[config.mk]
export PLATFORM = sky130hd
export DESIGN_NAME = bank_regs
export DESIGN_NICKNAME = d
export VERILOG_FILES = /design/src/bus_pkg.sv /design/src/map_pkg.sv /design/src/bank_regs.sv
export SDC_FILE = /design/constraint.sdc
export NUM_CORES = 1
export LEC_CHECK = 0
export CORE_AREA = 2 2 48 50
export CTS_BUF_LIST = sky130_fd_sc_hd__clkbuf_4 sky130_fd_sc_hd__clkbuf_8 sky130_fd_sc_hd__clkbuf_16
export DETAILED_ROUTE_END_ITERATION = 7
export DIE_AREA = 0 0 50 52
export DONT_BUFFER_PORTS = 1
export PLACE_DENSITY = 0.51
export SLEW_MARGIN = 20
export SYNTH_ARGS = -nofsm -noshare
export SYNTH_HDL_FRONTEND = slang
export SYNTH_SLANG_ARGS = --single-unit
[constraint.sdc]
create_clock -name clk -period 0.8 [get_ports clk]
set_input_delay 0.04 -clock clk [delete_from_list [all_inputs] [get_ports clk]]
set_output_delay 0.04 -clock clk [all_outputs]
set_load 0.02 [all_outputs]
[src/bus_pkg.sv]
package bus_pkg;

    //////////////////////////////////////////////////
    // Basic bus widths
    //////////////////////////////////////////////////

    // Z80 address and data bus
    typedef logic [15:0] bus_addr_t;
    typedef logic [7:0]  bus_data_t;

    // Bank number for the 512 KB external RAM (32 x 16 KB)
    typedef logic [4:0]  bank_t;

    //////////////////////////////////////////////////
    // Strobe events
    //////////////////////////////////////////////////

    // One-clock pulses derived from the synchronized rd_n and wr_n
    typedef struct packed {
        logic read_start;
        logic read_done;
        logic write_start;
        logic write_done;
    } bus_evt_t;

    //////////////////////////////////////////////////
    // Decoded selects
    //////////////////////////////////////////////////

    typedef struct packed {
        logic int_ram;
        logic reg_bank0;
        logic reg_bank1;
        logic reg_bank2;
        logic reg_ramctrl;
        logic ext_ram;
        logic io_joy1;
        logic io_joy2;
        logic io_periph;
        // Bridge drives the data bus for this cycle
        logic internal;
        // a0 of the IO address, data or control port
        logic periph_port;
    } bus_sel_t;

endpackage

[src/map_pkg.sv]
package map_pkg;

    //////////////////////////////////////////////////
    // Memory map
    //////////////////////////////////////////////////

    // Page 11 (0xC000-0xFFFF) is the internal RAM
    localparam logic [1:0]  int_ram_base_page = 2'b11;
    localparam int          int_ram_addr_bits = 13;

    // Bank 0 starts above the low vector area
    localparam logic [15:0] bank0_low_limit   = 16'h0400;

    // Control registers at the top of the internal RAM
    localparam logic [15:0] reg_ramctrl_addr  = 16'hFFFC;
    localparam logic [15:0] reg_bank0_addr    = 16'hFFFD;
    localparam logic [15:0] reg_bank1_addr    = 16'hFFFE;
    localparam logic [15:0] reg_bank2_addr    = 16'hFFFF;

    //////////////////////////////////////////////////
    // IO map, codes are {a7, a6, a0}
    //////////////////////////////////////////////////

    localparam logic [2:0]  io_periph_data_code = 3'b100;
    localparam logic [2:0]  io_periph_ctrl_code = 3'b101;
    localparam logic [2:0]  io_joy1_code        = 3'b110;
    localparam logic [2:0]  io_joy2_code        = 3'b111;

    // Value seen on reads of anything not decoded
    localparam logic [7:0]  unmapped_rddata     = 8'hFF;

    //////////////////////////////////////////////////
    // Bank register reset values
    //////////////////////////////////////////////////

    localparam logic [4:0]  bank0_reset = 5'd0;
    localparam logic [4:0]  bank1_reset = 5'd1;
    localparam logic [4:0]  bank2_reset = 5'd2;

endpackage

[src/bank_regs.sv]
`timescale 1ns/1ps

module bank_regs (
    input  logic               clk,
    input  logic               reset,
    input  bus_pkg::bus_evt_t  evt,
    input  bus_pkg::bus_sel_t  sel,
    input  bus_pkg::bus_data_t wrdata,
    output bus_pkg::bank_t     bank0,
    output bus_pkg::bank_t     bank1,
    output bus_pkg::bank_t     bank2,
    output logic               startup_mode
);

    import bus_pkg::*;
    import map_pkg::*;

    // RAM control value, kept for software but not decoded here
    bus_data_t ramctrl;

    always_ff @(posedge clk or posedge reset) begin
        if (reset) begin
            bank0        <= bank0_reset;
            bank1        <= bank1_reset;
            bank2        <= bank2_reset;
            ramctrl      <= '0;
            startup_mode <= 1'b1;
        end else if (evt.write_start) begin
            if (sel.reg_bank0) begin
                bank0 <= wrdata[4:0];
            end
            if (sel.reg_bank1) begin
                bank1 <= wrdata[4:0];
            end
            if (sel.reg_bank2) begin
                bank2 <= wrdata[4:0];
            end

            // First ramctrl write leaves startup mode for good
            if (sel.reg_ramctrl) begin
                ramctrl      <= wrdata;
                startup_mode <= 1'b0;
            end
        end
    end

endmodule

==> metrics <==
post-synth top area share 54.6%; routed len/inst roughly 15 microns; DRC marker count from the first detailed-route iteration 1; net count after synthesis around 60; result of the run complete, but fails checks; clock-pin slew on the worst setup and hold paths 0.09 ns; classification of the worst-slack hold path primary input to flop; boundary pin count 41; gate count of the mapped netlist 36; number of library cell types mapped by synthesis 6; clock tree from TritonCTS done; register area share after synthesis roughly two thirds; fraction of layout instances using a drive strength above 1 83.1%; Global Route met2 Usage between 20% and 30%; highest cell delay on the worst timing path 0.56 ns; maximum number of buffers from clock root to sink 2; critical path class flop to primary output; launching element type of the critical path flop; setup repair after global routing missed its margin yes; H-Tree Depth 1; global routing usage summed across all routing layers approximately 12%; WP data required around 0.76 ns; start point of the worst hold path sel[9]; number of vias in the routed layout about 430; maximum number of pins on one net before global-route repair 12; Worst path top cell family by delay flip-flops; YS warnings 0; post-synth top area cell sky130_fd_sc_hd__dfrtp_1; Final HPWL DP between 1000 and 1500 microns; # fillers ~180; post-synthesis area per instance 16.5 sq um; insertion delay to the later sink of the worst-skew pair about 0.27 ns; placeable core area 2110 sq um; initial antenna violation count 0; Worst Clk Skew 0 ns; number of remaining DRC errors 0; number of synthesized flops with an enable pin 0; most common cell in the synthesized netlist sky130_fd_sc_hd__mux2_2; Non-Filler Cell Area, Final roughly 1100 sq um; Arrival @ worst endpoint between 0.9 and 1 ns; number of clock sinks 16; share of the synthesized area in compound gates (AO/OA/AOI/OAI) about 1.3%; crit path setup slack, layout -0.188 ns; total die area between 2000 and 3000 sq um; worst relative slew slack 81.3%; combinational family with the most area after synthesis multiplexers; count of final hold-check violations 0; number of storage elements in the synthesis netlist 16; cell type of the slowest stage on the worst timing path sky130_fd_sc_hd__dfstp_2; wire length of the first global-routing pass around 2200 microns; row count 17; die extent in y ~52 microns; worst slack at placement -0.0171 ns; Period Utilization, post-route 124%; top flip-flop cell by instance count after synthesis sky130_fd_sc_hd__dfrtp_1; Commonest cells post-synth sky130_fd_sc_hd__mux2_2, sky130_fd_sc_hd__dfrtp_1, sky130_fd_sc_hd__dfstp_2, sky130_fd_sc_hd__nand2_1; simple-gate area share of the yosys netlist under 10%; Vias per Instance 4.35; Buffers on Ports 0; Cell Chain, Critical Path buf_6; power per standard cell area between 2000 and 2500 nW/um^2; sequential cell area ~420 sq um; highest attainable clock frequency 1.01 GHz; tightest hold margin roughly 0.11 ns; fraction of registers with async set or reset after synthesis 100%; busiest layer in global routing met2; multiplexer share of the synthesized area approximately 28%; Bufs and invs on worst path 1; total negative slack for setup checks -1.45 ns; synth top area cells sky130_fd_sc_hd__dfrtp_1, sky130_fd_sc_hd__mux2_2, sky130_fd_sc_hd__dfstp_2; sum of overflow across all layers after global routing 0; met1 track demand over resource in global routing 13.3%; Critical Path Fanout Max 2; fraction of the mapped netlist area in adder cells 0%; cell area after technology mapping approximately 600 sq um; violated checks setup timing; die width around 50 microns; met3 usage slightly above 4%; endpoint type of the worst setup path primary output; Setup-failing EPs final 16; xor and xnor area share after synthesis 0%; RePlAce Congestion 0.747; slew at the pin with the worst max-slew slack roughly 0.28 ns; Root Buffer Master sky130_fd_sc_hd__clkbuf_4; count of TritonRoute iterations in the first routing pass 2; wire length reported by the detailed router around 1500 microns; launching point of the worst reg2reg path bank0[2]$_DFFE_PP0P_; final worst path period need around 0.99 ns; final net count just under 100; overall power about 2.2 mW; Final Slew Violations 0; combined area of the multi-input logic cells ~240 sq um; Critical Path Start startup_mode$_DFFE_PP1P_; Lkg Pwr roughly 0.5 nW; Max Cap Viol 0; worst-case vdd ir drop approximately 1300 uV; number of buffers created by CTS 3; via count of the first global-routing pass approximately 450; number of antenna repair diodes 0; count of nets left with antenna violations after detail routing 0; Area Growth Syn to Fin 78.2%; effective utilization at floorplan between 20% and 30%; total cell area at the placement stage between 800 and 900 sq um
## state kept, by name (all words and copies together), names as in the netlist
register	cells
bank2	5
startup_mode	1
bank0	5
bank1	5
## placed cells by master (no fill, tap or decap), drive strengths merged
cell and instances:
clkbuf 4, dlygate4sd3 8, mux2 15, a21boi 1, inv 1, nand2 3, dfstp 3, buf 23
dfrtp 13
## metrics by stage
step	util, %	instances
after global placement	41.8	87
final	50.4	99
after global routing	50.4	99
after floorplan	-	36
after detailed placement	41.8	87
after CTS	50.4	99
## where the power goes
| group | total (mW) | internal (mW) | leakage [nW] | switching [mW] |
|---|---|---|---|---|
| clock | 0.514 | 0.277 | 0.0210 | 0.238 |
| sequential | 1.04 | 0.950 | 0.171 | 0.0888 |
| combinational | 0.690 | 0.413 | 0.306 | 0.277 |
| total | 2.24 | 1.64 | 0.497 | 0.603 |
## kinds of logic after synthesis
logic type / after synthesis
buffers and inverters: 1
flip-flops: 16
AND/OR/NAND/NOR: 3
multiplexers: 15
AO/OA/AOI/OAI: 1
## final cells by class
type	count	share of cell area, %
sequential	16	39.6
timing repair buffer	31	30.7
multi-input combinational	19	22.6
clock buffer	4	3.42
tap	28	3.30
inverter	1	0.354
## per-layer routing
metal / share of wire, % / vias to the layer above / routed length [microns]
li1: - / 196 / -
met1: 41 / 221 / 605
met2: 54 / 14 / 808
met3: 5.0 / 0 / 75
met4: 0 / 0 / 0
met5: 0 / - / 0
## repair_timing
item,4_1_cts,5_1_grt
hold buffers,8,0
endpoints found under the hold margin,32,0
setup buffers,0,0
setup endpoints to repair,17,21
cloned,0,0
resized for setup,17,0
pin swaps,0,0
## path summary, 6_finish.rpt
check,end,slack (ns),cells past startpoint
min in group asynchronous,bank0[1]$_DFFE_PP0P_,0.13,2
worst min-delay path,bank0[0]$_DFFE_PP0P_,0.11,3
worst min register to register,bank0[0]$_DFFE_PP0P_,0.53,1
max in group asynchronous,bank2[4]$_DFFE_PP0P_,0.31,3
worst max-delay path,startup_mode,-0.19,1
worst max register to register,bank0[2]$_DFFE_PP0P_,0.01,1
No activity file was read; power rests on OpenSTA's default activity.
