**config.mk**
```make
export PLATFORM = sky130hd
export DESIGN_NAME = addr_decode
export DESIGN_NICKNAME = d
export VERILOG_FILES = /design/src/bus_pkg.sv /design/src/map_pkg.sv /design/src/addr_decode.sv
export SDC_FILE = /design/constraint.sdc
export NUM_CORES = 1
export LEC_CHECK = 0
export BUFFER_PORTS_ARGS = -buffer_cell sky130_fd_sc_hd__buf_2
export CAP_MARGIN = 5
export CORE_AREA = 2 2 39 41
export DETAILED_ROUTE_END_ITERATION = 6
export DIE_AREA = 0 0 41 43
export PLACE_DENSITY = 0.69
export SYNTH_ARGS = -nofsm -noshare
export SYNTH_HDL_FRONTEND = slang
export SYNTH_SLANG_ARGS = --single-unit
```
**constraint.sdc**
```tcl
create_clock -name vclk -period 1.5
set_input_delay 0.15 -clock vclk [all_inputs]
set_output_delay 0.15 -clock vclk [all_outputs]
set_load 0.005 [all_outputs]
```
**src/bus_pkg.sv**
```systemverilog
package bus_pkg;

    //////////////////////////////////////////////////
    // Basic bus widths
    //////////////////////////////////////////////////

    // Z80 address and data bus
    typedef logic [15:0] bus_addr_t;
    typedef logic [7:0]  bus_data_t;

    // Bank number for the 512 KB external RAM (32 x 16 KB)
    typedef logic [4:0]  bank_t;

    //////////////////////////////////////////////////
    // Strobe events
    //////////////////////////////////////////////////

    // One-clock pulses derived from the synchronized rd_n and wr_n
    typedef struct packed {
        logic read_start;
        logic read_done;
        logic write_start;
        logic write_done;
    } bus_evt_t;

    //////////////////////////////////////////////////
    // Decoded selects
    //////////////////////////////////////////////////

    typedef struct packed {
        logic int_ram;
        logic reg_bank0;
        logic reg_bank1;
        logic reg_bank2;
        logic reg_ramctrl;
        logic ext_ram;
        logic io_joy1;
        logic io_joy2;
        logic io_periph;
        // Bridge drives the data bus for this cycle
        logic internal;
        // a0 of the IO address, data or control port
        logic periph_port;
    } bus_sel_t;

endpackage

```
**src/map_pkg.sv**
```systemverilog
package map_pkg;

    //////////////////////////////////////////////////
    // Memory map
    //////////////////////////////////////////////////

    // Page 11 (0xC000-0xFFFF) is the internal RAM
    localparam logic [1:0]  int_ram_base_page = 2'b11;
    localparam int          int_ram_addr_bits = 13;

    // Bank 0 starts above the low vector area
    localparam logic [15:0] bank0_low_limit   = 16'h0400;

    // Control registers at the top of the internal RAM
    localparam logic [15:0] reg_ramctrl_addr  = 16'hFFFC;
    localparam logic [15:0] reg_bank0_addr    = 16'hFFFD;
    localparam logic [15:0] reg_bank1_addr    = 16'hFFFE;
    localparam logic [15:0] reg_bank2_addr    = 16'hFFFF;

    //////////////////////////////////////////////////
    // IO map, codes are {a7, a6, a0}
    //////////////////////////////////////////////////

    localparam logic [2:0]  io_periph_data_code = 3'b100;
    localparam logic [2:0]  io_periph_ctrl_code = 3'b101;
    localparam logic [2:0]  io_joy1_code        = 3'b110;
    localparam logic [2:0]  io_joy2_code        = 3'b111;

    // Value seen on reads of anything not decoded
    localparam logic [7:0]  unmapped_rddata     = 8'hFF;

    //////////////////////////////////////////////////
    // Bank register reset values
    //////////////////////////////////////////////////

    localparam logic [4:0]  bank0_reset = 5'd0;
    localparam logic [4:0]  bank1_reset = 5'd1;
    localparam logic [4:0]  bank2_reset = 5'd2;

endpackage

```
**src/addr_decode.sv**
```systemverilog
`timescale 1ns/1ps

module addr_decode (
    input  bus_pkg::bus_addr_t addr,
    input  logic               wr_n,
    input  logic               mreq_n,
    input  logic               iorq_n,
    input  logic               startup_mode,
    input  bus_pkg::bank_t     bank0,
    input  bus_pkg::bank_t     bank1,
    input  bus_pkg::bank_t     bank2,
    output bus_pkg::bus_sel_t  sel,
    output bus_pkg::bank_t     ba,
    output logic               ram_ce_n,
    output logic               ram_we_n
);

    import map_pkg::*;

    logic       mem_cycle;
    logic       io_cycle;
    logic [1:0] page;
    logic [2:0] io_code;

    assign mem_cycle = !mreq_n;
    assign io_cycle  = !iorq_n;
    assign page      = addr[15:14];
    assign io_code   = {addr[7], addr[6], addr[0]};

    //////////////////////////////////////////////////
    // Bank address for the external RAM
    //////////////////////////////////////////////////

    always_comb begin
        ba = '0;
        if (page == 2'b00 && addr >= bank0_low_limit) begin
            ba = bank0;
        end else if (page == 2'b01) begin
            ba = bank1;
        end else if (page == 2'b10) begin
            ba = bank2;
        end
    end

    //////////////////////////////////////////////////
    // Selects
    //////////////////////////////////////////////////

    always_comb begin
        sel = '0;

        // Page 11 is internal RAM; register writes also land in RAM
        sel.int_ram     = mem_cycle && (page == int_ram_base_page);
        sel.reg_ramctrl = mem_cycle && (addr == reg_ramctrl_addr);
        sel.reg_bank0   = mem_cycle && (addr == reg_bank0_addr);
        sel.reg_bank1   = mem_cycle && (addr == reg_bank1_addr);
        sel.reg_bank2   = mem_cycle && (addr == reg_bank2_addr);

        // IO space
        sel.io_joy1     = io_cycle && (io_code == io_joy1_code);
        sel.io_joy2     = io_cycle && (io_code == io_joy2_code);
        sel.io_periph   = io_cycle && (io_code == io_periph_data_code ||
                                       io_code == io_periph_ctrl_code);
        sel.periph_port = addr[0];

        sel.internal    = io_cycle || sel.int_ram;

        // External RAM is read-only once startup has finished
        sel.ext_ram     = mem_cycle && !sel.internal && (wr_n || startup_mode);
    end

    assign ram_ce_n = !sel.ext_ram;
    assign ram_we_n = !(!wr_n && sel.ext_ram && startup_mode);

endmodule

```
==> results of run 1 <==
[worst max-delay path, cell delays in order]
cell and delay (ns):
buf_2 0.11, nor4_2 0.31, nor3_2 0.12, a221o_1 0.36, buf_2 0.13
[synthesized netlist by cell type (all sizes together)]
library cell  instances  area, sq um
nor2                  8         30.0
nand2                 7         26.3
a221o                 5         50.1
buf                   3         22.5
nand4                 3         18.8
nor2b                 3         18.8
nor4                  3         25.0
and3                  2         12.5
inv                   2         7.51
and3b                 1         8.76
and4                  1         8.76
and4b                 1         10.0
and4bb                1         12.5
nand2b                1         6.26
nand3b                1         7.51
nor3                  1         10.0
o21ai                 1         5.00
or2                   1         6.26
[final timing paths]
kind / startpoint / cells after the start / to / slack (ns)
worst min-delay path: addr[0] / 2 / sel[0] / 0.51
worst max-delay path: addr[12] / 5 / ba[4] / 0.17
[kinds of logic after synthesis]
| group | count (synthesis) |
|---|---|
| buf+inv | 5 |
| simple gates | 34 |
| compound gates | 6 |
[report_power, final]
part	total (mW)	internal, mW	leakage [nW]	switching (mW)
clock	0	0	0	0
combinational	0.119	0.0679	0.321	0.0514
sequential	0	0	0	0
total	0.119	0.0679	0.321	0.0514
[per-stage QoR]
step	total power [mW]	hold WS (ns)	util, %	setup slack, ns	cell area, sq um
after floorplan	0.0511	0.330	-	0.483	287
after global placement	0.119	0.507	39.7	0.209	549
after detailed placement	0.121	0.509	39.7	0.170	549
after CTS	0.121	0.509	39.7	0.168	549
after global routing	0.134	0.532	39.7	0.103	549
final	0.119	0.508	39.7	0.174	549
[metal layers]
| layer | part of all wire [%] | up-vias | track usage (%) |
|---|---|---|---|
| met1 | 42 | 210 | 14.6 |
| li1 | - | 272 | - |
| met3 | 5.9 | 0 | 0 |
| met5 | 0 | - | 0 |
| met2 | 52 | 20 | 21.9 |
| met4 | 0 | 0 | 0 |
[area by class of cell]
class / count / area [sq um]
Fill cell: 152 / 835
Multi-Input combinational cell: 40 / 256
Timing Repair Buffer: 53 / 265
Inverter: 2 / 7.51
Tap cell: 16 / 20.0
==> reports/summary.txt, run 1 <==
Core Region: 1380 sq um
Fin crit share: 88.4%
Most frequent cells in the layout: 53 x buf_2, 8 x nor2_1, 7 x nand2_1, 5 x a221o_1
# placed instances: 111
Final net count: 132
Row count: 14
Layout cell share with drive strength beyond 1: 58.9%
GPL Wtd Cong: 0.638
Worst Path Max Fanout: 5
GR Util All Layers: 11.6%
FF+latch count: 0
Adder-cell share of the synthesized area: 0%
Startpoint Class: primary input
Num ports: 53
Sequential element share of the synthesized area: 0%
Starting Density: 20.7%
Remaining DRCs: 0
Post-Route Setup TNS: 0 ns
Largest net degree at the start of global routing: 10
RSZ-0062 raised after global routing: no
Area Overhead vs Synth: 91.7%
Tmin final: 1.33 ns
Reg area: 0 sq um
Worst setup path class: in2out
Synth Area in Simple Gates: 70.3%
Synth Area in Compound Gates: 19.2%
CTS resizes: 0
Die area: 1760 sq um
Post-synthesis cell type count: 19
Static Leakage: 0.321 nW
Total grt overflow: 0
Final Setup Violations: 0
N_diodes: 0
Mapped cell area: 287 sq um
Hpwl dp: 982 um
Syn nets: 80
Most common cell after layout, fill and taps aside: buf_2
Max VDD drop: 68.1 uV
Number of max-cap violations: 0
Synth Area in XOR/XNOR: 0%
Fin cells: 111
Routed Antenna Nets: 0
Endpoints failing hold: 0
Vias per cell: 4.52
HP Class: in2out
Mux share of post-synthesis cell area: 0%
Worst-margin pin slew: 0.344 ns
PD cells: 217 nW/um^2
Mean post-synth cell area: 6.37 sq um
Initial antenna violation count: 0
Hold buffers post-CTS: 0
Critical Path RT: 1.35 ns
Endpoint class of the critical path: output port
Via count: 502
1st-pass router iterations: 3
Vias in the first global route: 408
Initial drt markers: 11
Yosys warns: 0
Routed len/inst: 9.66 um
Mapped Cells: 45
Die height: 43 um
Largest family of logic cells by synthesized area: simple AND/OR/NAND/NOR gates
First-pass GRT wire length: 1550 um
Drt total wl: 1070 um
Setup bufs post-CTS: 0
Max_slew headroom: 76.9%
Fmax: 0.754 GHz
CLK BUF: 0
Status: finished clean
WP data arrival: 1.18 ns
Final Max Slew Viols: 0
Die Wd: 41 um
PortBufs: 53
Power figures use the tool's default switching activity.
==> run 2: changes to the inputs <==
--- a/config.mk
+++ b/config.mk
@@ -5,6 +5,7 @@
 export SDC_FILE = /design/constraint.sdc
 export NUM_CORES = 1
 export LEC_CHECK = 0
+export ABC_AREA = 1
 export BUFFER_PORTS_ARGS = -buffer_cell sky130_fd_sc_hd__buf_2
 export CAP_MARGIN = 5
 export CORE_AREA = 2 2 39 41
==> reports/summary.txt, run 2 <==
Syn nets: 95 (+19%)
Startpoint Class: primary input
CP top delay family: simple AND/OR/NAND/NOR gates
WP data arrival: 0.90 ns (-0.28 ns)
1st-pass router iterations: 4 (+1)
Area of the multi-input gates: 250 sq um (-2.4%)
Initial drt markers: 14 (+3)
Endpoint class of the critical path: output port
WL met3: 103 um (+63%)
Setup bufs post-CTS: 0 (unchanged)
Area contributors post-synth: nand3_1 30%, nand2_1 18%, nor2_1 12%
Final Max Slew Viols: 0 (unchanged)
HP Class: in2out
# placed instances: 127 (+14%)
Core Region: 1380 sq um (unchanged)
Via count: 568 (+13%)
Drt total wl: 1080 um (+1.0%)
Seq pwr share: 0% (unchanged)
CTS resizes: 0 (unchanged)
Routed Antenna Nets: 0 (unchanged)
GR Util All Layers: 12.5% (+0.90 points)
First-pass GRT wire length: 1680 um (+8.4%)
Die area: 1760 sq um (unchanged)
Num ports: 53 (unchanged)
FF+latch count: 0 (unchanged)
Hold buffers post-CTS: 0 (unchanged)
Vias per cell: 4.47 (-1.1%)
Sw Pwr: 0.0586 mW (+14%)
Hold_ws: 0.514 ns (+0.00560 ns)
Area Overhead vs Synth: 92.6%
Worst setup path class: in2out
Commonest cells in the netlist: 17 x nand3_1, 14 x nand2_1, 9 x nor2_1
Static Leakage: 0.335 nW (+4.2%)
Fin cells: 127 (+14%)
RSZ-0062 raised after global routing: no
Fill count: 150 (-1.3%)
Total grt overflow: 0 (unchanged)
Post-Route Setup TNS: 0 ns (unchanged)
Sequential element share of the synthesized area: 0% (unchanged)
GPL Wtd Cong: 0.648 (+1.6%)
Tmin final: 1.05 ns (-0.273 ns)
Reg area: 0 sq um (unchanged)
Worst Path Max Fanout: 8 (+3)
Max VDD drop: 76.4 uV (+12%)
Routed len/inst: 8.53 um (-12%)
Int Power: 0.0636 mW (-6.5%)
Met2 WL: 557 um (-0.89%)
CLK BUF: 0 (unchanged)
Clk network pwr share: 0% (unchanged)
Max_slew headroom: 79.2% (+2.2 points)
Worst path bufs/invs: 2 (unchanged)
CP cell instances: buf_2 -> nor2_1 -> nand3_1 -> nand3_1 -> buf_2
Hpwl dp: 994 um (+1.2%)
Final Setup Violations: 0 (unchanged)
Max stage delay on crit path: 0.29 ns (-0.07 ns)
Post-synthesis cell type count: 13 (-6)
Yosys warns: 0 (unchanged)
Critical Path RT: 1.35 ns (about the same)
Mapped cell area: 288 sq um (+0.44%)
N_diodes: 0 (unchanged)
Mapped Cells: 60 (+33%)
Most common cell after layout, fill and taps aside: buf_2
Starting Density: 20.8% (+0.090 points)
PD cells: 220 nW/um^2 (+1.4%)
Wl on met1: 422 um (-5.4%)
Worst-margin pin slew: 0.311 ns (-0.0330 ns)
Fin crit share: 70.2% (-18 points)
Initial antenna violation count: 0 (unchanged)
Synth top area share: 29.6% (+12 points)
Number of max-cap violations: 0 (unchanged)
Remaining DRCs: 0 (unchanged)
Die Wd: 41 um (unchanged)
Fmax: 0.950 GHz (+26%)
Most frequent cells in the layout: 53 x buf_2, 17 x nand3_1, 14 x nand2_1, 9 x nor2_1, 6 x nor3_1
Vias in the first global route: 460 (+13%)
Switching portion of total power: 48.0% (+4.9 points)
Row count: 14 (unchanged)
Max layer used: met3
Largest net degree at the start of global routing: 9 (-1)
Endpoints failing hold: 0 (unchanged)
Mean post-synth cell area: 4.80 sq um (-25%)
Die height: 43 um (unchanged)
Most common cell in the synthesized netlist: nand3_1
Layout cell share with drive strength beyond 1: 51.4% (-7.6 points)
Status: finished clean
Crit-path slowest cell: nor2_1
Largest area contributor in the netlist: nand3_1
Final net count: 148 (+12%)
PortBufs: 53 (unchanged)
Comb pwr share: 100.0% (about the same)
[run 2: changes by cell type in the layout (fill, tap and decap cells not counted), moves of 2 or more]
cell,delta
a221o_1,-5
and3_1,-2
inv_1,+3
nand2_1,+7
nand3_1,+17
nand4_1,-2
nor2_2,+2
nor2b_1,-3
nor3_1,+6
nor4_1,-2
[run 2: metal layers]
metal | vias up | track usage, %
li1 | 305 | -
met5 | - | 0
met4 | 0 | 0
met1 | 230 | 14.6
met2 | 33 | 24.7
met3 | 0 | 0
[run 2: worst paths after layout]
| check | start | endpoint | slack (ns) | cells after the start |
|---|---|---|---|---|
| setup / recovery | addr[14] | ba[4] | 0.45 | 5 |
| hold / removal | addr[0] | sel[0] | 0.51 | 2 |
[run 2: final cells by class]
cell class | instances | share of cell area, %
repair buffers | 53 | 47.9
multi-input cells | 53 | 45.1
well taps | 16 | 3.61
inverters | 5 | 3.39
[run 2: power by group through the flow]
stage / Combinational [mW] / Sequential (mW) / Clock [mW]
after detailed placement: 0.122 / 0 / 0
after CTS: 0.123 / 0 / 0
after floorplan: 0.0507 / 0 / 0
after global routing: 0.138 / 0 / 0
final: 0.122 / 0 / 0
after global placement: 0.122 / 0 / 0
[run 2: metrics by stage]
step           util, %  worst slack [ns]  power (mW)  cell area [sq um]
6_report          40.1             0.448       0.122                554
5_1_grt           40.1             0.340       0.138                554
4_1_cts           40.1             0.462       0.123                554
3_5_place_dp      40.1             0.461       0.122                554
3_3_place_gp      40.1             0.473       0.122                554
2_1_floorplan        -             0.689      0.0507                288
[run 2: cells by family after synthesis]
family / count (synthesis) / share of synthesized area (%)
simple gates: 52 / 85.2
buf+inv: 7 / 13.0
compound gates: 1 / 1.74
