===== src/bus_pkg.sv =====
package bus_pkg;

    //////////////////////////////////////////////////
    // Basic bus widths
    //////////////////////////////////////////////////

    // Z80 address and data bus
    typedef logic [15:0] bus_addr_t;
    typedef logic [7:0]  bus_data_t;

    // Bank number for the 512 KB external RAM (32 x 16 KB)
    typedef logic [4:0]  bank_t;

    //////////////////////////////////////////////////
    // Strobe events
    //////////////////////////////////////////////////

    // One-clock pulses derived from the synchronized rd_n and wr_n
    typedef struct packed {
        logic read_start;
        logic read_done;
        logic write_start;
        logic write_done;
    } bus_evt_t;

    //////////////////////////////////////////////////
    // Decoded selects
    //////////////////////////////////////////////////

    typedef struct packed {
        logic int_ram;
        logic reg_bank0;
        logic reg_bank1;
        logic reg_bank2;
        logic reg_ramctrl;
        logic ext_ram;
        logic io_joy1;
        logic io_joy2;
        logic io_periph;
        // Bridge drives the data bus for this cycle
        logic internal;
        // a0 of the IO address, data or control port
        logic periph_port;
    } bus_sel_t;

endpackage


===== src/bus_strobe_sync.sv =====
`timescale 1ns/1ps

module bus_strobe_sync (
    input  logic               clk,
    input  logic               reset,
    input  logic               rd_n,
    input  logic               wr_n,
    input  bus_pkg::bus_data_t d_in,
    output bus_pkg::bus_evt_t  evt,
    output bus_pkg::bus_data_t wrdata
);

    // Strobe history, bit 0 is the newest sample
    logic [2:0] rd_n_r;
    logic [2:0] wr_n_r;

    // Strobes idle high, so reset to all ones to avoid a false edge
    always_ff @(posedge clk or posedge reset) begin
        if (reset) begin
            rd_n_r <= 3'b111;
            wr_n_r <= 3'b111;
        end else begin
            rd_n_r <= {rd_n_r[1:0], rd_n};
            wr_n_r <= {wr_n_r[1:0], wr_n};
        end
    end

    // Edge detect on the two oldest stages
    always_comb begin
        evt.read_start  = (rd_n_r[2:1] == 2'b10);
        evt.read_done   = (rd_n_r[2:1] == 2'b01);
        evt.write_start = (wr_n_r[2:1] == 2'b10);
        evt.write_done  = (wr_n_r[2:1] == 2'b01);
    end

    // Capture data for as long as the write strobe is low;
    // the last sample is stable well before write_start
    always_ff @(posedge clk) begin
        if (!wr_n) begin
            wrdata <= d_in;
        end
    end

endmodule


===== config.mk =====
export PLATFORM = sky130hd
export DESIGN_NAME = bus_strobe_sync
export DESIGN_NICKNAME = d
export VERILOG_FILES = /design/src/bus_pkg.sv /design/src/bus_strobe_sync.sv
export SDC_FILE = /design/constraint.sdc
export NUM_CORES = 1
export LEC_CHECK = 0
export ABC_CLOCK_PERIOD_IN_PS = 1500
export BUFFER_PORTS_ARGS = -buffer_cell sky130_fd_sc_hd__buf_2
export CORE_AREA = 2 2 39 41
export CTS_CLUSTER_SIZE = 14
export DETAILED_ROUTE_END_ITERATION = 6
export DIE_AREA = 0 0 41 43
export GPL_TIMING_DRIVEN = 0
export PLACE_DENSITY = 0.66
export SLEW_MARGIN = 20
export SYNTH_ARGS = -nofsm -noshare
export SYNTH_HDL_FRONTEND = slang
export SYNTH_SLANG_ARGS = --single-unit

===== constraint.sdc =====
create_clock -name clk -period 1.5 [get_ports clk]
set_input_delay 0.075 -clock clk [delete_from_list [all_inputs] [get_ports clk]]
set_output_delay 0.075 -clock clk [all_outputs]
set_load 0.02 [all_outputs]

==> results.json, run 1 <==
{
  "finalClockSkew_ns": 0.0000730,
  "totalNegativeSetupSlack_ns": 0,
  "grt_pass1_wl_mm": 1.29,
  "crit_buf_inv": 1,
  "hold_path.class": "flip-flop to flip-flop",
  "critical_path.endpoint_type": "output port",
  "total_die_area_mm2": 0.00176,
  "cts.clk_slew.worst_paths_ns": 0.07,
  "cp.required_ns": 1.42,
  "cts_max_path_buffers": 2,
  "worst_r2r_endpoint": "rd_n_r[2]",
  "area_overhead_vs_synth_pct": 60.8,
  "cts_tree": "built",
  "num-nets-final": 71,
  "timing_max_transition_violations_final": 0,
  "clock_insertion_delay_worst_skew_ns": 0.27,
  "slowest_stage": "sky130_fd_sc_hd__dfstp_2",
  "worst_path_largest_cell_delay_ns": 0.54,
  "setup.worst_path.end": "evt[3]",
  "clock_sink_count": 14,
  "critPathLaunch": "rd_n_r[1]",
  "dr.first_iter.drc_count": 3,
  "syn_inst": 20,
  "synth_seq_cells": 14,
  "fmaxAchievable_mhz": 813,
  "fp-row-count": 14,
  "report.final.hold_viol_count": 0,
  "design.portCount": 24,
  "fill_cell_instance_count_of_the_final_layout": 122,
  "initial_core_util_pct": 31.8,
  "r2r_start": "rd_n_r[1]",
  "post_cts.resized_instances": 0,
  "p_leak_nw": 0.326,
  "synth_fp_nets": 32,
  "globalRoute.totalOverflow": 0,
  "die_h_um": 43,
  "critical-path-top-delay-family": "flip-flops",
  "power_density_mw_per_mm2": 1060,
  "route.detailed.wl_per_inst_um": 11.3,
  "grt_max_degree": 9,
  "via_count": 293,
  "fp.coreArea_mm2": 0.00138,
  "detailedRoute.firstPassIterationCount": 2,
  "power.ir.vdd_worst_mv": 0.512,
  "remaining_drc_errors": 0,
  "worst-setup-path-type": "flip-flop to output port",
  "crit_chain": "and2b_2, buf_2",
  "finalCoreUtilization_pct": 51.2,
  "synth_warnings": 0,
  "highest_count_cells_in_the_layout_ignoring_fill_and_taps": "23 x sky130_fd_sc_hd__buf_2, 11 x sky130_fd_sc_hd__dlygate4sd3_1, 8 x sky130_fd_sc_hd__edfxtp_1",
  "final_report_setup_violation_count": 0,
  "ff2ff_path_depth": 0,
  "antenna_found_initial": 0,
  "finalCritPeriodShare_pct": 82.0,
  "cts_made_buffers": 3,
  "placement.io_buffers": 23,
  "gpl.final_weighted_congestion": 0.666,
  "num_antenna_cells": 0,
  "wl_final_um": 824,
  "synth-seq-area-share_pct": 90.3,
  "clock-root-buffer": "sky130_fd_sc_hd__clkbuf_4",
  "drtAntennaViolNets": 0,
  "timing.critical_path.depth": 2,
  "die_width_um": 41,
  "fin_crit_ns": 1.23,
  "rsz_0062_raised_after_global_routing": "no",
  "maxSlewHeadroom_pct": 80.5,
  "synth.avg_cell_area_um2": 22.0,
  "fraction_of_final_layout_cells_with_drive_strength_greater_than_1_pct": 63.2,
  "mostFrequentLayoutCell": "sky130_fd_sc_hd__buf_2",
  "synth_cell_type_count": 4,
  "globalRouteTotalUtil_pct": 12.2,
  "setup.reg_to_reg.worst_slack_ns": 0.91,
  "number_of_cells_traversed_by_the_worst_hold_path": 0,
  "result_of_the_run": "complete, no violations",
  "critical_path_arrival_ns": 1.16,
  "crit_path_max_fanout": 3,
  "transition_time_at_the_pin_with_the_least_slew_margin_ns": 0.292,
  "cap_viol_max_count": 0,
  "htreeDepth": 1,
  "syn-cell-area_um2": 440,
  "grt_pass1_vias": 319,
  "crit_path_start_kind": "flip-flop",
  "detail_route.vias_per_cell": 4.01
}
==> area by class of cell <==
class	instances	area [um2]	area share, %
tap	16	20.0	2.83
timing repair buffer	34	225	31.8
inverter	2	7.51	1.06
multi-input combinational	4	35.0	4.95
sequential	14	398	56.2
clock buffer	3	22.5	3.18
==> cell usage after synthesis (all sizes together) <==
library cell | count | area [um2]
edfxtp | 8 | 240
and2b | 4 | 35.0
dfstp | 6 | 158
inv | 2 | 7.51
==> registers in the layout, indices dropped and copies added, names as in the netlist <==
register	count
wr_n_r	3
rd_n_r	3
wrdata	8
==> worst min-delay path by stage <==
stage	to	from
floorplan	rd_n_r[0]	reset
global placement	rd_n_r[0]	rd_n
detailed placement	rd_n_r[0]	rd_n
CTS	wr_n_r[1]	wr_n_r[0]
global route	wr_n_r[1]	wr_n_r[0]
finish	rd_n_r[1]	rd_n_r[0]
==> through the flow <==
stage / area, um2 / cells / total power [mW] / hold slack [ns] / setup WS (ns)
finish: 708 / 73 / 0.748 / 0.357 / 0.270
global route: 708 / 73 / 0.791 / 0.363 / 0.212
CTS: 708 / 73 / 0.763 / 0.360 / 0.248
detailed placement: 576 / 59 / 0.537 / 0.188 / 0.560
global placement: 576 / 59 / 0.535 / 0.187 / 0.566
floorplan: 440 / 20 / 0.499 / 0.0740 / 0.667
==> logic make-up after synthesis <==
group | after synthesis | synth area share [%]
buf+inv | 2 | 1.71
simple gates | 4 | 7.95
flops | 14 | 90.3
==> power by group <==
group | switching, mW | total, mW | internal, mW | leakage, nW
clock | 0.104 | 0.196 | 0.0928 | 0.0138
sequential | 0.00706 | 0.449 | 0.442 | 0.141
combinational | 0.0539 | 0.102 | 0.0485 | 0.170
total | 0.164 | 0.748 | 0.583 | 0.326
==> repair_timing <==
action	4_1_cts	5_1_grt
buffers inserted	0	0
hold endpoints to repair	16	0
hold buffers	11	0
==> routing by layer <==
metal	wire length, um	up-vias	part of all wire, %	global-route usage [%]
met2	403	24	49	17.2
met5	0	-	0	0
met1	289	126	35	12.3
met3	131	0	16	8.38
met4	0	0	0	8.00
li1	-	143	-	-
No activity file was read; power rests on OpenSTA's default activity.
==> inputs of run 2 (changes only) <==
- ABC_CLOCK_PERIOD_IN_PS: 1500 -> 1200
- clock period: 1.5 -> 1.2 ns (I/O delays scaled with it)
==> run 2 against run 1 <==
Compared with the run above: the flow now finishes with violations (setup timing); utilization rose by 1.8 points; combinational power rose by 35%; sequential share of layout area fell by 1.9 points; critical path depth did not move; sequential power rose by 25%; cell count did not move; via count rose by 0.68%; wire length rose by 0.61%; first-iteration DRC count did not move; register-to-register slack got worse by 0.30 ns; clock skew did not move.
==> results.json, run 2 (synthesis gave the netlist of run 1 again) <==
{
  "result_of_the_run": "finished, violations left",
  "violations": "setup timing",
  "remaining_drc_errors": 0,
  "setup.reg_to_reg.worst_slack_ns": 0.61,
  "dp_cells": 59,
  "placement.io_buffers": 23,
  "grt_pass1_vias": 319,
  "area.sequential_um2": 398,
  "final_critical_path_setup_slack_ns": -0.00292,
  "min-delay-start": "rd_n_r[0]",
  "worst-setup-path-type": "flip-flop to output port",
  "route.detailed.wl_per_inst_um": 11.4,
  "area_of_the_multi_input_gates_um2": 35.0,
  "clock_insertion_delay_worst_skew_ns": 0.27,
  "critical_path_arrival_ns": 1.14,
  "detailedRoute.firstPassIterationCount": 2,
  "cts.clk_slew.worst_paths_ns": 0.07,
  "largest_register_ff_count": 8,
  "r2r_start": "rd_n_r[1]",
  "design.portCount": 24,
  "gpl.final_weighted_congestion": 0.666,
  "transition_time_at_the_pin_with_the_least_slew_margin_ns": 0.292,
  "dr.first_iter.drc_count": 3,
  "critPathLaunch": "rd_n_r[1]",
  "globalRouteTotalUtil_pct": 12.2,
  "maxSlewHeadroom_pct": 80.5,
  "largestRegisters": "wrdata (8), rd_n_r (3), wr_n_r (3)",
  "total_die_area_mm2": 0.00176,
  "hold_path.class": "flip-flop to flip-flop",
  "wl_final_um": 829,
  "rsz_0062_raised_after_global_routing": "yes",
  "fill_cell_instance_count_of_the_final_layout": 115,
  "cts_setup_buffers": 0,
  "regMostFlops": "wrdata",
  "p_leak_nw": 0.331,
  "cts_tree": "built",
  "dpl_cell_area_um2": 576,
  "clock-root-buffer": "sky130_fd_sc_hd__clkbuf_4",
  "fin_crit_ns": 1.20,
  "fraction_of_final_layout_cells_with_drive_strength_greater_than_1_pct": 63.2,
  "die_h_um": 43,
  "clock_sink_count": 14,
  "cap_viol_max_count": 0,
  "initial_core_util_pct": 31.8,
  "power.ir.vdd_worst_mv": 0.643,
  "fmaxAchievable_mhz": 831,
  "finalClockSkew_ns": 0.0000730,
  "highest_count_cells_in_the_layout_ignoring_fill_and_taps": "19 x sky130_fd_sc_hd__buf_2, 11 x sky130_fd_sc_hd__dlygate4sd3_1, 8 x sky130_fd_sc_hd__edfxtp_1",
  "grt_max_degree": 9,
  "finalCoreUtilization_pct": 53.0,
  "detail_route.vias_per_cell": 4.04,
  "globalRoute.totalOverflow": 0,
  "crit_path_max_fanout": 3,
  "num-nets-final": 71,
  "grt_pass1_wl_mm": 1.29,
  "cp.required_ns": 1.14,
  "cts_max_path_buffers": 2,
  "fp-row-count": 14,
  "timing_max_transition_violations_final": 0,
  "fp.coreArea_mm2": 0.00138,
  "p_total_mw": 0.944,
  "drtAntennaViolNets": 0,
  "final_report_setup_violation_count": 1,
  "htreeDepth": 1,
  "num_antenna_cells": 0,
  "post_layout_nonfiller_instances": 73,
  "via_count": 295,
  "power_density_mw_per_mm2": 1290,
  "mostFrequentLayoutCell": "sky130_fd_sc_hd__buf_2",
  "finalCritPeriodShare_pct": 100,
  "area_overhead_vs_synth_pct": 66.5,
  "die_width_um": 41,
  "cts_made_buffers": 3,
  "stdcell_area_um2": 733,
  "report.final.hold_viol_count": 0,
  "critical_path.endpoint_type": "output port",
  "crit_path_start_kind": "flip-flop",
  "antenna_found_initial": 0
}
==> run 2: routing by layer <==
metal	global-route usage [%]	vias to the layer above	share of wire [%]	routed length, um
li1	-	143	-	-
met1	12.3	128	35	291
met2	17.2	24	50	411
met3	8.38	0	15	126
met4	8.00	0	0	0
met5	0	-	0	0
==> run 2: worst paths after layout <==
path / end / cells past startpoint
max: evt[3] / 2
min: rd_n_r[1] / 0
max reg2reg: rd_n_r[2] / 0
min reg2reg: rd_n_r[1] / 0
max in group asynchronous: wr_n_r[2] / 3
min in group asynchronous: rd_n_r[1] / 3
==> run 2: layout make-up <==
type / instances / share of cell area [%]
Inverter: 2 / 1.02
Sequential cell: 14 / 54.3
Timing Repair Buffer: 34 / 34.1
Multi-Input combinational cell: 4 / 4.78
Clock buffer: 3 / 3.07
Tap cell: 16 / 2.73
==> run 2: where the power goes <==
group	switching (mW)	internal, mW
logic	0.0691	0.0689
registers	0.00880	0.552
clock network	0.129	0.116
total	0.207	0.737
==> run 2: worst max-delay path: stages, from the launching register on <==
cell and delay [ns]:
sky130_fd_sc_hd__dfstp_2 0.54, sky130_fd_sc_hd__and2b_2 0.21, sky130_fd_sc_hd__buf_6 0.12
==> run 2: per-stage QoR <==
step	TNS, ns	setup slack, ns	hold slack [ns]
final	-0.00292	-0.00292	0.357
after CTS	-0.0550	-0.0237	0.360
after global routing	-0.155	-0.0506	0.363
after detailed placement	0	0.275	0.173
after global placement	0	0.281	0.172
after floorplan	0	0.382	0.0590
==> run 2: timing repair <==
item                       4_1_cts  5_1_grt
setup endpoints to repair        4        4
hold endpoints to repair        16        0
hold buffers                    11        0
pin swaps                        0        0
resized for setup                8        0
==> inputs of run 3 (changes only) <==
- PLACE_DENSITY: 0.66 -> 0.68
==> run 3 against run 2 <==
Compared with the run above: the flow still finishes with violations (setup timing); maximum frequency shrank 0.31%; via count grew 5.1%; count of clock-buffer cells in the layout grew 1; flip-flop and latch count is the same; non-clock buffer count grew 2; setup slack lost 0.0038 ns; critical endpoint unchanged; largest power group unchanged.
==> results.json, run 3 (synthesis gave the netlist of run 1 again) <==
{
  "worst_path_largest_cell_delay_ns": 0.54,
  "detailedPlace.worstSlack_ns": 0.268,
  "grt_max_degree": 9,
  "num-nets-final": 73,
  "maxSlewHeadroom_pct": 80.7,
  "area_overhead_vs_synth_pct": 73.0,
  "total_die_area_mm2": 0.00176,
  "fraction_of_final_layout_cells_with_drive_strength_greater_than_1_pct": 65.0,
  "regMostFlops": "wrdata",
  "ff2ff_path_depth": 1,
  "cts_max_path_buffers": 2,
  "post_layout_nonfiller_instances": 76,
  "slowest_stage": "sky130_fd_sc_hd__dfstp_2",
  "htreeDepth": 1,
  "cts.clk_slew.worst_paths_ns": 0.08,
  "worst_r2r_endpoint": "rd_n_r[2]",
  "drtAntennaViolNets": 0,
  "detailed_place_hpwl_um": 553,
  "detail_route.vias_per_cell": 4.08,
  "globalRouteTotalUtil_pct": 12.4,
  "cts_made_buffers": 3,
  "crit_chain": "and2b_2, buf_6",
  "holdWs_ns": 0.358,
  "clock-root-buffer": "sky130_fd_sc_hd__clkbuf_4",
  "final_critical_path_setup_slack_ns": -0.00668,
  "transition_time_at_the_pin_with_the_least_slew_margin_ns": 0.289,
  "initial_core_util_pct": 31.8,
  "largestRegisters": "wrdata (8), rd_n_r (3), wr_n_r (3)",
  "finalClockSkew_ns": 0.00163,
  "result_of_the_run": "finished, violations left",
  "dp_cells": 59,
  "min-delay-start": "rd_n_r[0]",
  "worst-setup-path-type": "flip-flop to output port",
  "r2r_start": "rd_n_r[1]",
  "power_density_mw_per_mm2": 1350,
  "final_report_setup_violation_count": 2,
  "p_leak_nw": 0.348,
  "largest_register_ff_count": 8,
  "route.detailed.wl_per_inst_um": 11.3,
  "die_h_um": 43,
  "design.portCount": 24,
  "critical-path-top-delay-family": "flip-flops",
  "gpl.final_weighted_congestion": 0.708,
  "number_of_cells_traversed_by_the_worst_hold_path": 0,
  "clock_sink_count": 14,
  "crit_buf_inv": 1,
  "clock_insertion_delay_worst_skew_ns": 0.27,
  "die_width_um": 41,
  "fill_cell_instance_count_of_the_final_layout": 108,
  "remaining_drc_errors": 0,
  "power.ir.vdd_worst_mv": 0.686,
  "grt_pass1_vias": 359,
  "crit_path_start_kind": "flip-flop",
  "antenna_found_initial": 0,
  "globalRoute.totalOverflow": 0,
  "rsz_0062_raised_after_global_routing": "yes",
  "finalCritPeriodShare_pct": 101,
  "fp-row-count": 14,
  "wl_final_um": 860,
  "cap_viol_max_count": 0,
  "cp.required_ns": 1.14,
  "via_count": 310,
  "fmaxAchievable_mhz": 829,
  "fp.coreArea_mm2": 0.00138,
  "critical_path.endpoint_type": "output port",
  "critical_path_arrival_ns": 1.15,
  "highest_count_cells_in_the_layout_ignoring_fill_and_taps": "19 x sky130_fd_sc_hd__buf_2, 11 x sky130_fd_sc_hd__dlygate4sd3_1, 8 x sky130_fd_sc_hd__edfxtp_1",
  "worstHoldEndpoint": "rd_n_r[1]",
  "hold_path.class": "flip-flop to flip-flop",
  "crit_path_max_fanout": 3,
  "detailedRoute.firstPassIterationCount": 1,
  "setup.reg_to_reg.worst_slack_ns": 0.52,
  "report.final.hold_viol_count": 0,
  "dr.first_iter.drc_count": 0,
  "placement.io_buffers": 23,
  "num_antenna_cells": 0,
  "violations": "setup timing",
  "grt_pass1_wl_mm": 1.39,
  "timing_max_transition_violations_final": 0,
  "cts_tree": "built",
  "fin_crit_ns": 1.21,
  "mostFrequentLayoutCell": "sky130_fd_sc_hd__buf_2"
}
run 3: changes by cell type in the layout (fill, tap and decap cells not counted), sizes merged:
cell and change:
clkbuf +1, buf +2
run 3: per-layer routing:
layer	wire length (um)	track usage, %
met5	0	0
met4	0	4.00
met3	119	7.33
met2	391	19.1
met1	349	13.8
run 3: power by group:
group | total [mW] | internal, mW | switching [mW]
Clock | 0.322 | 0.184 | 0.138
Combinational | 0.143 | 0.0729 | 0.0696
Sequential | 0.562 | 0.552 | 0.00967
run 3: final cells by class:
class / instances / area [um2] / area share (%)
Timing Repair Buffer: 36 / 265 / 34.8
Sequential cell: 14 / 398 / 52.2
Multi-Input combinational cell: 4 / 35.0 / 4.60
Clock buffer: 4 / 36.3 / 4.76
Inverter: 2 / 7.51 / 0.985
Tap cell: 16 / 20.0 / 2.63
run 3: worst max-delay path by stage:
stage / cells past startpoint / slack [ns] / startpoint / end
floorplan: 1 / 0.38 / wr_n_r[1] / evt[1]
global placement: 2 / 0.28 / wr_n_r[1] / evt[1]
detailed placement: 2 / 0.27 / rd_n_r[1] / evt[3]
CTS: 2 / -0.02 / wr_n_r[1] / evt[1]
global route: 2 / -0.05 / wr_n_r[1] / evt[1]
finish: 2 / -0.007 / rd_n_r[1] / evt[3]
run 3: timing repair:
item	in CTS	in global routing
hold buffers	11	0
resized for setup	8	0
setup endpoints to repair	4	4
setup buffers	1	1
endpoints found under the hold margin	16	0
run 3: metrics by stage:
| step | setup TNS, ns | utilization [%] | total power [mW] | area (um2) |
|---|---|---|---|---|
| after global routing | -0.153 | 55.1 | 1.07 | 762 |
| final | -0.0114 | 55.1 | 1.03 | 762 |
| after global placement | 0 | 41.6 | 0.668 | 576 |
| after CTS | -0.0409 | 54.5 | 1.04 | 754 |
| after floorplan | 0 | - | 0.624 | 440 |
| after detailed placement | 0 | 41.6 | 0.671 | 576 |
